==> config.mk <==
export PLATFORM = sky130hd
export DESIGN_NAME = icache_top
export DESIGN_NICKNAME = d
export VERILOG_FILES = /design/src/verilog/icache_pkg.sv /design/src/verilog/icache_lookup_if.sv /design/src/verilog/icache_ctrl.sv /design/src/verilog/icache_data_array.sv /design/src/verilog/icache_tag_array.sv /design/src/verilog/icache_top.sv /design/src/verilog/refill_counter.sv
export SDC_FILE = /design/constraint.sdc
export NUM_CORES = 1
export LEC_CHECK = 0
export BUFFER_PORTS_ARGS = -buffer_cell sky130_fd_sc_hd__buf_4
export CAP_MARGIN = 40
export CELL_PAD_IN_SITES_DETAIL_PLACEMENT = 1
export CELL_PAD_IN_SITES_GLOBAL_PLACEMENT = 1
export CORE_MARGIN = 1
export CORE_UTILIZATION = 58
export CTS_CLUSTER_SIZE = 12
export DETAILED_ROUTE_END_ITERATION = 16
export GPL_ROUTABILITY_DRIVEN = 0
export PLACE_DENSITY = 0.82
export SETUP_SLACK_MARGIN = 0.2
export SYNTH_ARGS = -nofsm -noshare
export SYNTH_HDL_FRONTEND = slang
export SYNTH_HIERARCHICAL = 1
export SYNTH_SLANG_ARGS = --single-unit
==> constraint.sdc <==
create_clock -name clk -period 9.75 [get_ports clk]
set_input_delay 0 -clock clk [delete_from_list [all_inputs] [get_ports clk]]
set_output_delay 0 -clock clk [all_outputs]
set_load 0.1 [all_outputs]
==> src/verilog/icache_pkg.sv <==
package icache_pkg;

    localparam int addr_w = 32;
    localparam int data_w = 32;

    typedef logic [addr_w-1:0] addr_t;   // byte address
    typedef logic [data_w-1:0] data_t;   // one instruction word

    // controller states
    typedef enum logic [1:0] {
        s_idle     = 2'b00,
        s_compare  = 2'b01,
        s_allocate = 2'b11
    } cache_state_t;

endpackage

==> src/verilog/icache_lookup_if.sv <==
interface icache_lookup_if
    import icache_pkg::*;
#(
    parameter int sets       = 4,
    parameter int line_words = 4
);

    localparam int idx_w = $clog2(sets);
    localparam int tag_w = addr_w - 2 - $clog2(line_words) - idx_w;

    typedef logic [idx_w-1:0] index_t;
    typedef logic [tag_w-1:0] tag_t;

    index_t index;
    tag_t   tag;
    logic   hit;
    logic   hit_way;
    logic   victim_way;
    logic   touch;        // lru update
    logic   touch_way;
    logic   fill;         // tag write, sets valid
    logic   fill_way;
    logic   flush;

    modport ctrl (
        output index, tag, touch, touch_way, fill, fill_way, flush,
        input  hit, hit_way, victim_way
    );

    modport store (
        input  index, tag, touch, touch_way, fill, fill_way, flush,
        output hit, hit_way, victim_way
    );

endinterface

==> src/verilog/icache_ctrl.sv <==
module icache_ctrl
    import icache_pkg::*;
#(
    parameter int sets       = 4,
    parameter int line_words = 4
) (
    input  logic                          clk,
    input  logic                          nrst,
    input  logic                          cpu_req,
    input  addr_t                         cpu_addr,
    input  logic                          flush,
    output logic                          cpu_ack,
    output logic                          cpu_busy,
    output data_t                         cpu_rdata,
    output logic                          wb_cyc,
    output logic                          wb_stb,
    output logic                          wb_we,
    output addr_t                         wb_adr,
    input  data_t                         wb_dat_i,
    input  logic                          wb_ack,
    output logic                          cnt_clear,
    output logic                          cnt_step,
    input  logic [$clog2(line_words)-1:0] beat,
    input  logic                          last_beat,
    output logic                          wr_en,
    output logic [$clog2(sets)-1:0]       wr_set,
    output logic                          wr_way,
    output logic [$clog2(line_words)-1:0] wr_beat,
    output data_t                         wr_word,
    output logic [$clog2(sets)-1:0]       rd_set,
    output logic                          rd_way,
    output logic [$clog2(line_words)-1:0] rd_beat,
    input  data_t                         rd_word,
    icache_lookup_if.ctrl                 lk
);

    localparam int off_w   = $clog2(line_words);
    localparam int idx_w   = $clog2(sets);
    localparam int idx_lsb = off_w + 2;
    localparam int tag_lsb = idx_lsb + idx_w;

    cache_state_t state, next_state;
    addr_t        addr_q;
    logic         victim_q;
    logic         refill_done;
    logic         bus_ack;       // accepted refill beat
    logic         line_done;

    assign bus_ack   = (state == s_allocate) && wb_ack;
    assign line_done = bus_ack && last_beat;

    always_ff @(posedge clk or negedge nrst)
    begin
        if (!nrst)
            state <= s_idle;
        else
            state <= next_state;
    end

    always_comb
    begin
        next_state = state;
        case (state)
            s_idle:
                if (cpu_req)
                    next_state = s_compare;
            s_compare:
                next_state = lk.hit ? s_idle : s_allocate;
            s_allocate:
                if (line_done)
                    next_state = s_compare; // lookup again, now hits
            default:
                next_state = s_idle;
        endcase
    end

    always_ff @(posedge clk)
    begin
        if ((state == s_idle) && cpu_req)
            addr_q <= cpu_addr;
    end

    // victim is fixed on the first compare only
    always_ff @(posedge clk or negedge nrst)
    begin
        if (!nrst)
        begin
            victim_q    <= 1'b0;
            refill_done <= 1'b0;
        end
        else
        begin
            if ((state == s_compare) && !lk.hit && !refill_done)
                victim_q <= lk.victim_way;
            if (line_done)
                refill_done <= 1'b1;
            else if (state == s_idle)
                refill_done <= 1'b0;
        end
    end

    assign lk.index     = addr_q[tag_lsb-1:idx_lsb];
    assign lk.tag       = addr_q[addr_w-1:tag_lsb];
    assign lk.touch     = (state == s_compare) && lk.hit;
    assign lk.touch_way = lk.hit_way;
    assign lk.fill      = line_done;
    assign lk.fill_way  = victim_q;
    assign lk.flush     = (state == s_idle) && flush;

    assign cpu_ack   = (state == s_compare) && lk.hit;
    assign cpu_busy  = (state != s_idle);
    assign cpu_rdata = rd_word;

    assign rd_set  = addr_q[tag_lsb-1:idx_lsb];
    assign rd_way  = lk.hit_way;
    assign rd_beat = addr_q[idx_lsb-1:2];

    // one beat per word, address follows the counter
    assign wb_cyc = (state == s_allocate);
    assign wb_stb = (state == s_allocate);
    assign wb_we  = 1'b0;
    assign wb_adr = {addr_q[addr_w-1:idx_lsb], beat, 2'b00};

    assign cnt_clear = (state == s_compare) && !lk.hit;
    assign cnt_step  = bus_ack;

    assign wr_en   = bus_ack;
    assign wr_set  = addr_q[tag_lsb-1:idx_lsb];
    assign wr_way  = victim_q;
    assign wr_beat = beat;
    assign wr_word = wb_dat_i;

endmodule

==> src/verilog/icache_data_array.sv <==
module icache_data_array
    import icache_pkg::*;
#(
    parameter int sets       = 4,
    parameter int line_words = 4
) (
    input  logic                          clk,
    input  logic                          wr_en,
    input  logic [$clog2(sets)-1:0]       wr_set,
    input  logic                          wr_way,
    input  logic [$clog2(line_words)-1:0] wr_beat,
    input  data_t                         wr_word,
    input  logic [$clog2(sets)-1:0]       rd_set,
    input  logic                          rd_way,
    input  logic [$clog2(line_words)-1:0] rd_beat,
    output data_t                         rd_word
);

    localparam int depth = sets * 2 * line_words;

    // word index is {set, way, beat}
    data_t mem [depth];

    always_ff @(posedge clk)
    begin
        if (wr_en)
            mem[{wr_set, wr_way, wr_beat}] <= wr_word;
    end

    assign rd_word = mem[{rd_set, rd_way, rd_beat}];   // async read

endmodule

==> src/verilog/icache_tag_array.sv <==
module icache_tag_array #(
    parameter int sets = 4
) (
    input  logic           clk,
    input  logic           nrst,
    icache_lookup_if.store lk
);

    typedef lk.tag_t tag_t;

    tag_t            tag_mem [sets][2];
    logic [1:0]      valid [sets];
    logic [sets-1:0] lru;         // 0 -> replace way 0
    logic [1:0]      way_hit;

    always_comb
    begin
        for (int w = 0; w < 2; w++)
            way_hit[w] = valid[lk.index][w] && (tag_mem[lk.index][w] == lk.tag);
    end

    assign lk.hit     = |way_hit;
    assign lk.hit_way = ~way_hit[0]; // way 0 wins if both match

    // empty ways first, then lru
    always_comb
    begin
        if (!valid[lk.index][0])
            lk.victim_way = 1'b0;
        else if (!valid[lk.index][1])
            lk.victim_way = 1'b1;
        else
            lk.victim_way = lru[lk.index];
    end

    always_ff @(posedge clk)
    begin
        if (lk.fill)
            tag_mem[lk.index][lk.fill_way] <= lk.tag;
    end

    always_ff @(posedge clk or negedge nrst)
    begin
        if (!nrst)
        begin
            for (int s = 0; s < sets; s++)
                valid[s] <= 2'b00;
        end
        else if (lk.flush)
        begin
            for (int s = 0; s < sets; s++)
                valid[s] <= 2'b00;    // tags and lru stay
        end
        else if (lk.fill)
            valid[lk.index][lk.fill_way] <= 1'b1;
    end

    always_ff @(posedge clk or negedge nrst)
    begin
        if (!nrst)
            lru <= '0;
        else if (lk.touch)
            lru[lk.index] <= ~lk.touch_way; // other way becomes lru
    end

endmodule

==> src/verilog/icache_top.sv <==
module icache_top
    import icache_pkg::*;
#(
    parameter int sets       = 4,
    parameter int line_words = 4
) (
    input  logic  clk,
    input  logic  nrst,
    input  logic  cpu_req,
    input  addr_t cpu_addr,
    input  logic  flush,
    output logic  cpu_ack,
    output logic  cpu_busy,
    output data_t cpu_rdata,
    output logic  wb_cyc,
    output logic  wb_stb,
    output logic  wb_we,
    output addr_t wb_adr,
    input  data_t wb_dat_i,
    input  logic  wb_ack
);

    localparam int off_w = $clog2(line_words);
    localparam int idx_w = $clog2(sets);

    logic             cnt_clear;
    logic             cnt_step;
    logic [off_w-1:0] beat;
    logic             last_beat;
    logic             wr_en;
    logic [idx_w-1:0] wr_set;
    logic             wr_way;
    logic [off_w-1:0] wr_beat;
    data_t            wr_word;
    logic [idx_w-1:0] rd_set;
    logic             rd_way;
    logic [off_w-1:0] rd_beat;
    data_t            rd_word;

    icache_lookup_if #(
        .sets       (sets),
        .line_words (line_words)
    ) lk ();

    icache_ctrl #(
        .sets       (sets),
        .line_words (line_words)
    ) u_ctrl (
        .clk        (clk),
        .nrst       (nrst),
        .cpu_req    (cpu_req),
        .cpu_addr   (cpu_addr),
        .flush      (flush),
        .cpu_ack    (cpu_ack),
        .cpu_busy   (cpu_busy),
        .cpu_rdata  (cpu_rdata),
        .wb_cyc     (wb_cyc),
        .wb_stb     (wb_stb),
        .wb_we      (wb_we),
        .wb_adr     (wb_adr),
        .wb_dat_i   (wb_dat_i),
        .wb_ack     (wb_ack),
        .cnt_clear  (cnt_clear),
        .cnt_step   (cnt_step),
        .beat       (beat),
        .last_beat  (last_beat),
        .wr_en      (wr_en),
        .wr_set     (wr_set),
        .wr_way     (wr_way),
        .wr_beat    (wr_beat),
        .wr_word    (wr_word),
        .rd_set     (rd_set),
        .rd_way     (rd_way),
        .rd_beat    (rd_beat),
        .rd_word    (rd_word),
        .lk         (lk.ctrl)
    );

    icache_tag_array #(
        .sets (sets)
    ) u_tags (
        .clk  (clk),
        .nrst (nrst),
        .lk   (lk.store)
    );

    icache_data_array #(
        .sets       (sets),
        .line_words (line_words)
    ) u_data (
        .clk     (clk),
        .wr_en   (wr_en),
        .wr_set  (wr_set),
        .wr_way  (wr_way),
        .wr_beat (wr_beat),
        .wr_word (wr_word),
        .rd_set  (rd_set),
        .rd_way  (rd_way),
        .rd_beat (rd_beat),
        .rd_word (rd_word)
    );

    refill_counter #(
        .line_words (line_words)
    ) u_cnt (
        .clk       (clk),
        .nrst      (nrst),
        .clear     (cnt_clear),
        .step      (cnt_step),
        .beat      (beat),
        .last_beat (last_beat)
    );

endmodule

==> src/verilog/refill_counter.sv <==
module refill_counter #(
    parameter int line_words = 4
) (
    input  logic                          clk,
    input  logic                          nrst,
    input  logic                          clear,
    input  logic                          step,
    output logic [$clog2(line_words)-1:0] beat,
    output logic                          last_beat
);

    localparam int cnt_w = $clog2(line_words);

    always_ff @(posedge clk or negedge nrst)
    begin
        if (!nrst)
            beat <= '0;
        else if (clear)
            beat <= '0;
        else if (step)
            beat <= beat + 1'b1;    // wraps to 0 after the last beat
    end

    assign last_beat = (beat == cnt_w'(line_words - 1));

endmodule
Word level (Yosys, flattened, before mapping)
Memory sizes are Yosys's and may differ from the RTL's. A register that Yosys moved wholly into a read port is not among the register bits.
Index checks and enable logic that the tools add are counted.
Widths: inputs -> output; s select.
{"block": "totals", "reg_bits": 50, "ram_bits": 1232, "inputBits": 69, "out_inout_bits": 69, "elab_cells": 85, "memories": 2}
{"block": "op_classes", "add_sub_neg": 1, "magnitude_cmp": 8, "n_eq_ne": 7, "muxes": 31, "n_bitwise": 4, "reduce_logical": 22}
{"name": "u_data.mem", "words": 32, "width": 32, "read_ports": 1, "rd_ports_with_merged_regs": 0, "wr": 1, "line": "icache_data_array.sv:22", "rtl": "data_t mem [depth];"}
{"name": "u_tags.tag_mem", "words": 4, "width": 52, "read_ports": 1, "rd_ports_with_merged_regs": 1, "wr": 1, "line": "icache_tag_array.sv:11", "rtl": "tag_t tag_mem [sets][2];"}
{"operator": "$eq 26x26->1", "n": 2}
{"operator": "$mux 52", "n": 1}
{"operator": "$demux 26 s1", "n": 1}
{"operator": "$mux 26", "n": 1}
{"operator": "$mux 2", "n": 9}
{"operator": "$mux 8", "n": 2}
{"operator": "$logic_and 1x1->1", "n": 13}
{"operator": "$mux 1", "n": 10}
{"operator": "$or 8x8->8", "n": 1}
{"operator": "$reduce_bool 2->1", "n": 4}
{"operator": "$pmux 2 s3", "n": 1}
{"operator": "$bmux 2 s2", "n": 1}
{"operator": "$bwmux 4", "n": 1}
{"operator": "$demux 2 s2", "n": 1}
{"operator": "$eq 2x2->1 const B", "n": 2}
{"operator": "$ge 3x3->1 const B", "n": 1}
{"operator": "$lt 2x3->1 const B", "n": 1}
{"operator": "$lt 3x1->1 const B", "n": 1}
{"operator": "$not 2->3", "n": 1}
{"operator": "$add 2x1->2 const B", "n": 1}
{"operator": "$bmux 1 s2", "n": 1}
{"operator": "$demux 1 s2", "n": 1}
{"operator": "$eq 2x1->1 const B", "n": 1}
{"operator": "$ge 2x1->1 const B", "n": 1}
{"operator": "other kinds (13)", "n": 14}

Depth between registers and ports, before layout
{"block": "depth", "word_depth": 9, "depth_mapped": 18, "ltp_nobuf": 11}

By module
Netlist, hierarchy kept.
{"module": "icache_data_array", "n_inst": 1, "cells_each": 2228, "area_each_um2": 39844.5, "seq_area_each_um2": 30749.5}
{"module": "icache_tag_array", "n_inst": 1, "cells_each": 461, "area_each_um2": 8881.0, "seq_area_each_um2": 6546.3}
{"module": "icache_ctrl", "n_inst": 1, "cells_each": 167, "area_each_um2": 2009.4, "seq_area_each_um2": 1001.0}
{"module": "refill_counter", "n_inst": 1, "cells_each": 7, "area_each_um2": 88.8, "seq_area_each_um2": 50.0}

Worst setup path before layout
OpenSTA, ideal clock, no wires.
{"block": "synth_path", "kind": "register -> register", "start": "reg u_ctrl.state[0]", "end": "mem u_data/mem[12][0] (netlist bit) (enable)", "setup_ps": 421, "arrival_time_ps": 3662, "required_ps": 9329, "path_slack_ps": 5667, "path_stages_with_launch": 7, "n_path_buf": 2, "period_less_slack_ps": 4083, "path_cell_list": "dfrtp_1 > ha_1 > and2_1 > buf_4 > or3b_2 > clkbuf_1 > nor2_1"}
{"block": "synth_between", "elab_chain_cells": 4}
{"item": "start, declared", "line": "icache_ctrl.sv:42", "rtl": "cache_state_t state, next_state;"}
{"item": "start signal, assigned", "line": "icache_ctrl.sv:55", "rtl": "state <= s_idle;"}
{"item": "start signal, assigned", "line": "icache_ctrl.sv:57", "rtl": "state <= next_state;"}
{"item": "$eq 2x2->1"}
{"item": "via wb_cyc", "line": "icache_top.sv:15", "rtl": "output logic wb_cyc,"}
{"item": "$logic_and 1x1->1", "line": "icache_ctrl.sv:49", "rtl": "assign bus_ack = (state == s_allocate) && wb_ack;"}
{"item": "via cnt_step", "line": "icache_top.sv:27", "rtl": "logic cnt_step;"}
{"item": "$mux 1", "line": "icache_data_array.sv:26", "rtl": "if (wr_en)"}
{"item": "$mux 1 (not written as such)", "line": "icache_data_array.sv:27", "rtl": "mem[{wr_set, wr_way, wr_beat}] <= wr_word;"}
{"item": "end, declared", "line": "icache_data_array.sv:22"}
The timed path passes the listed nets, and every way through them passes these cells.

Worst setup path after layout
{"block": "layout_path", "start": "reg u_ctrl.addr_q[4]", "end": "out cpu_rdata[4]"}
{"block": "layout_between", "elab_chain_cells": 7}
{"item": "start, declared", "line": "icache_ctrl.sv:43", "rtl": "addr_t addr_q;"}
{"item": "start signal, assigned", "line": "icache_ctrl.sv:80", "rtl": "addr_q <= cpu_addr;"}
{"item": "$not 2->3 (not written as such)", "line": "icache_tag_array.sv:19", "rtl": "way_hit[w] = valid[lk.index][w] && (tag_mem[lk.index][w] == lk.tag);"}
{"item": "$bmux 2 s2", "line": "icache_tag_array.sv:19"}
{"item": "$mux 2 (not written as such) (2 in a row)", "line": "icache_tag_array.sv:19"}
{"item": "$logic_and 1x1->1", "line": "icache_tag_array.sv:19"}
{"item": "$not 1->1", "line": "icache_tag_array.sv:23", "rtl": "assign lk.hit_way = ~way_hit[0];"}
{"item": "via lk.hit_way", "line": "icache_lookup_if.sv:17", "rtl": "logic hit_way;"}
{"item": "$mem_v2 32x32"}
{"item": "end, declared", "line": "icache_top.sv:14", "rtl": "output data_t cpu_rdata,"}
The timed path passes the listed nets, and every way through them passes these cells. The select of a mux whose other input is x is not followed.

==> results.yml <==
synth:
  netlist_area_um2: 50820
  ys_seq_area_share_pct: 75.45
  ys_warn_count: 6
  synth_adder_area_share_pct: 0.1231
  synthArstFlopShare_pct: 1.406
  synth_compound_area_share_pct: 4.530
  synth.distinct_cells: 60
  synth_cells: 2863
  synth_top_family_by_area: "multiplexers"
  muxShareOfSynthArea_pct: 12.63
  synth.area.top_cells: "edfxtp_1 (75%), mux2i_1 (11%), buf_4 (2.2%)"
  synth_edf_count: 1262
  synth_ff_type: "edfxtp_1"
  ys_seq_elements: 1280
  synth_most_common_cell: "edfxtp_1"
  synth-simple-area-share_pct: 3.114
  synth_xor_area_share_pct: 0.7582
  yosysTopAreaCell: "edfxtp_1"
  synth_top_cells_by_count: "edfxtp_1 (1262), mux2i_1 (544), buf_4 (146), nand2_1 (113), a21oi_1 (106)"
  syn_avg_cell_area_um2: 17.75
  yosys.area.top_type_share_pct: 74.56
clock_network:
  clockRootBuffer: "clkbuf_16"
  ctsLongestPathBuffers: 3
  clkTransAtPathRegs_ns: 0.06
  htreeDepth: 4
  cts.sinks: 1280
  clock_latency_ns: 0.75
  numCtsBuffers: 134
  cts_tree: "done"
  cts-resized-gates: 0
grt:
  track_usage_pct: 33.47
  grt_overflow: 0
  grt_pass1_vias: 30610
  grt_max_degree: 149
  antenna_found_initial: 4
  grt_pass1_wl_um: 212400
floorplanning:
  row_count: 108
  fp.dieH_um: 298.0
  core_area_um2: 86750
  start_util_pct: 58.58
  dieArea_um2: 88820
  pin_count: 138
  fp.dieW_um: 298.0
sta:
  fmax_mhz: 140.8
  rsz0062_at_grt: "false"
  fin_crit_ns: 7.103
  finalHoldWorstSlack_ns: 0.1772
  period_share_pct: 72.86
  setup_tns_ns: 0
  worst_pin_slew_ns: 1.226
  setup_ws_ns: 2.647
  finalSetupViolCount: 0
  finalHoldViolCount: 0
  slew_headroom_pct: 18.25
  maxSlewViolCount: 0
  fin_worst_skew_ns: 0.03314
run_status:
  outcome: "completed"
final_layout:
  final_nets: 3120
  design_area_um2: 57460
  drive_gt1_share_pct: 15.03
  stdcell_count: 4283
  postLayoutCoreUtil_pct: 66.23
  fillCellCount: 7255
  syn_to_final_growth_pct: 13.05
critical_path:
  r2r_start: "u_ctrl/addr_q[4]$_DFFE_PP_"
  cp_max_fo: 89
  start_kind: "flip-flop"
  timing.rr.end: "u_tags/lru[0]$_DFFE_PN0P_"
  path_class: "flip-flop to output pin"
  cp-startpoint: "u_ctrl/addr_q[4]$_DFFE_PP_"
  critPathRequiredTime_ns: 9.75
  r2r_cells: 12
  end_kind: "output pin"
  r2r_setup_slack_ns: 4.44
  endpoint: "cpu_rdata[4]"
  cp.arrival_ns: 7.10
route:
  drt-met1-wl_um: 54090
  wl_per_cell_um: 34.57
  num_vias: 28530
  vias_per_cell: 6.661
  top_layer_used: "met5"
  route.met2.wl_um: 74690
  drtIter0Drc: 3319
  met3_wirelength_um: 12490
  ant_nets: 0
  drt_first_pass_iters: 5
  drc: 0
  wl_um: 148100
power_and_ir_drop:
  power.total_mw: 12.98
  powerDensity_nw_per_um2: 225.9
  leakage_nw: 19.89
  ir_drop_mv: 0.1947
placement:
  place_area_um2: 52500
  hpwl_um: 70180
  port_buffers: 132
  dp_slack_ns: 3.699
  dp_cells: 3965
hold_path:
  holdCritPathClass: "input port to async pin"
run:
  cap_violations: 0
[worst min-delay path by stage]
stage | startpoint | to | slack [ns]
floorplan | nrst | u_cnt/beat[0]$_DFFE_PN0P_ | -0.30
global placement | nrst | u_cnt/beat[1]$_DFFE_PN0P_ | -0.12
detailed placement | nrst | u_cnt/beat[0]$_DFFE_PN0P_ | -0.12
CTS | wb_dat_i[5] | u_data/mem[16][5]$_DFFE_PP_ | 0.19
global route | nrst | u_ctrl/state[0]$_DFFE_PN0P_ | 0.17
finish | nrst | u_ctrl/state[0]$_DFFE_PN0P_ | 0.18
[where the power goes]
part	internal, mW	total (mW)	leakage, nW	switching (mW)
registers	6.15	6.23	11.6	0.0879
clock network	2.67	4.86	1.93	2.19
logic	0.542	1.88	6.37	1.34
[layout by cell type, fill, tap and decap left out, drive strengths merged, types with 5 or more instances in the layout]
master       count
a22o            64
nand4            5
ha               5
nor3            34
buf            201
a22oi           96
dfrtp           18
mux2             8
a21oi          106
nand2b           5
clkbuf         172
edfxtp        1262
xnor2           24
o21ai            7
nand3b           5
nor2            61
o31ai            5
inv             13
a31oi           33
xor2            20
nand3          100
mux4            39
and2             5
dlygate4sd3     97
nor4             6
nand2          113
clkinv          39
mux2i          544
[cell families after synthesis]
group / after synthesis
flip-flops: 1280
adder cells (fa/ha/maj): 5
buffers and inverters: 262
multiplexers: 591
other: 1
AND/OR/NAND/NOR: 345
AO/OA/AOI/OAI: 335
XOR/XNOR: 44
[worst max-delay path, stage by stage (launching register included)]
cell and delay [ns]:
edfxtp_1 0.50, buf_12 0.51, mux4_2 0.61, xnor2_1 0.22
nand3_1 0.16, nor4_1 0.54, nand4_1 0.72, nor2_4 0.93
buf_4 0.40, a22o_1 0.19, nor3_1 0.07, a31oi_1 0.63
nand3_1 0.40, buf_4 0.36
[flip-flops by register name, summed over array words and instances (netlist names), 2 cells and up]
name            cells
u_data/mem       1024
u_tags/tag_mem    208
u_cnt/beat          2
u_tags/lru          4
u_tags/valid        8
u_ctrl/state        2
u_ctrl/addr_q      30
[metal layers]
metal	track usage (%)	vias to the layer above
met2	56.52	1705
li1	-	11540
met5	0	-
met1	42.31	14870
met3	5.834	414
met4	15.70	4
[layout make-up]
cell class | instances | area (um2) | share of cell area (%)
Inverter | 9 | 33.78 | 0.05880
Timing Repair Buffer | 298 | 2633 | 4.582
Clock inverter | 45 | 314.1 | 0.5466
Sequential cell | 1280 | 38350 | 66.74
Antenna cell | 1 | 2.502 | 0.004355
Multi-Input combinational cell | 1323 | 11060 | 19.25
Clock buffer | 172 | 3623 | 6.306
Tap cell | 1155 | 1445 | 2.515
[timing repair]
action | CTS | global route
hold buffers | 97 | 0
endpoints found under the hold margin | 1085 | 0
buffers inserted | 0 | 0
setup endpoints to repair | 0 | 0
(Power assumes the default switching activity.)
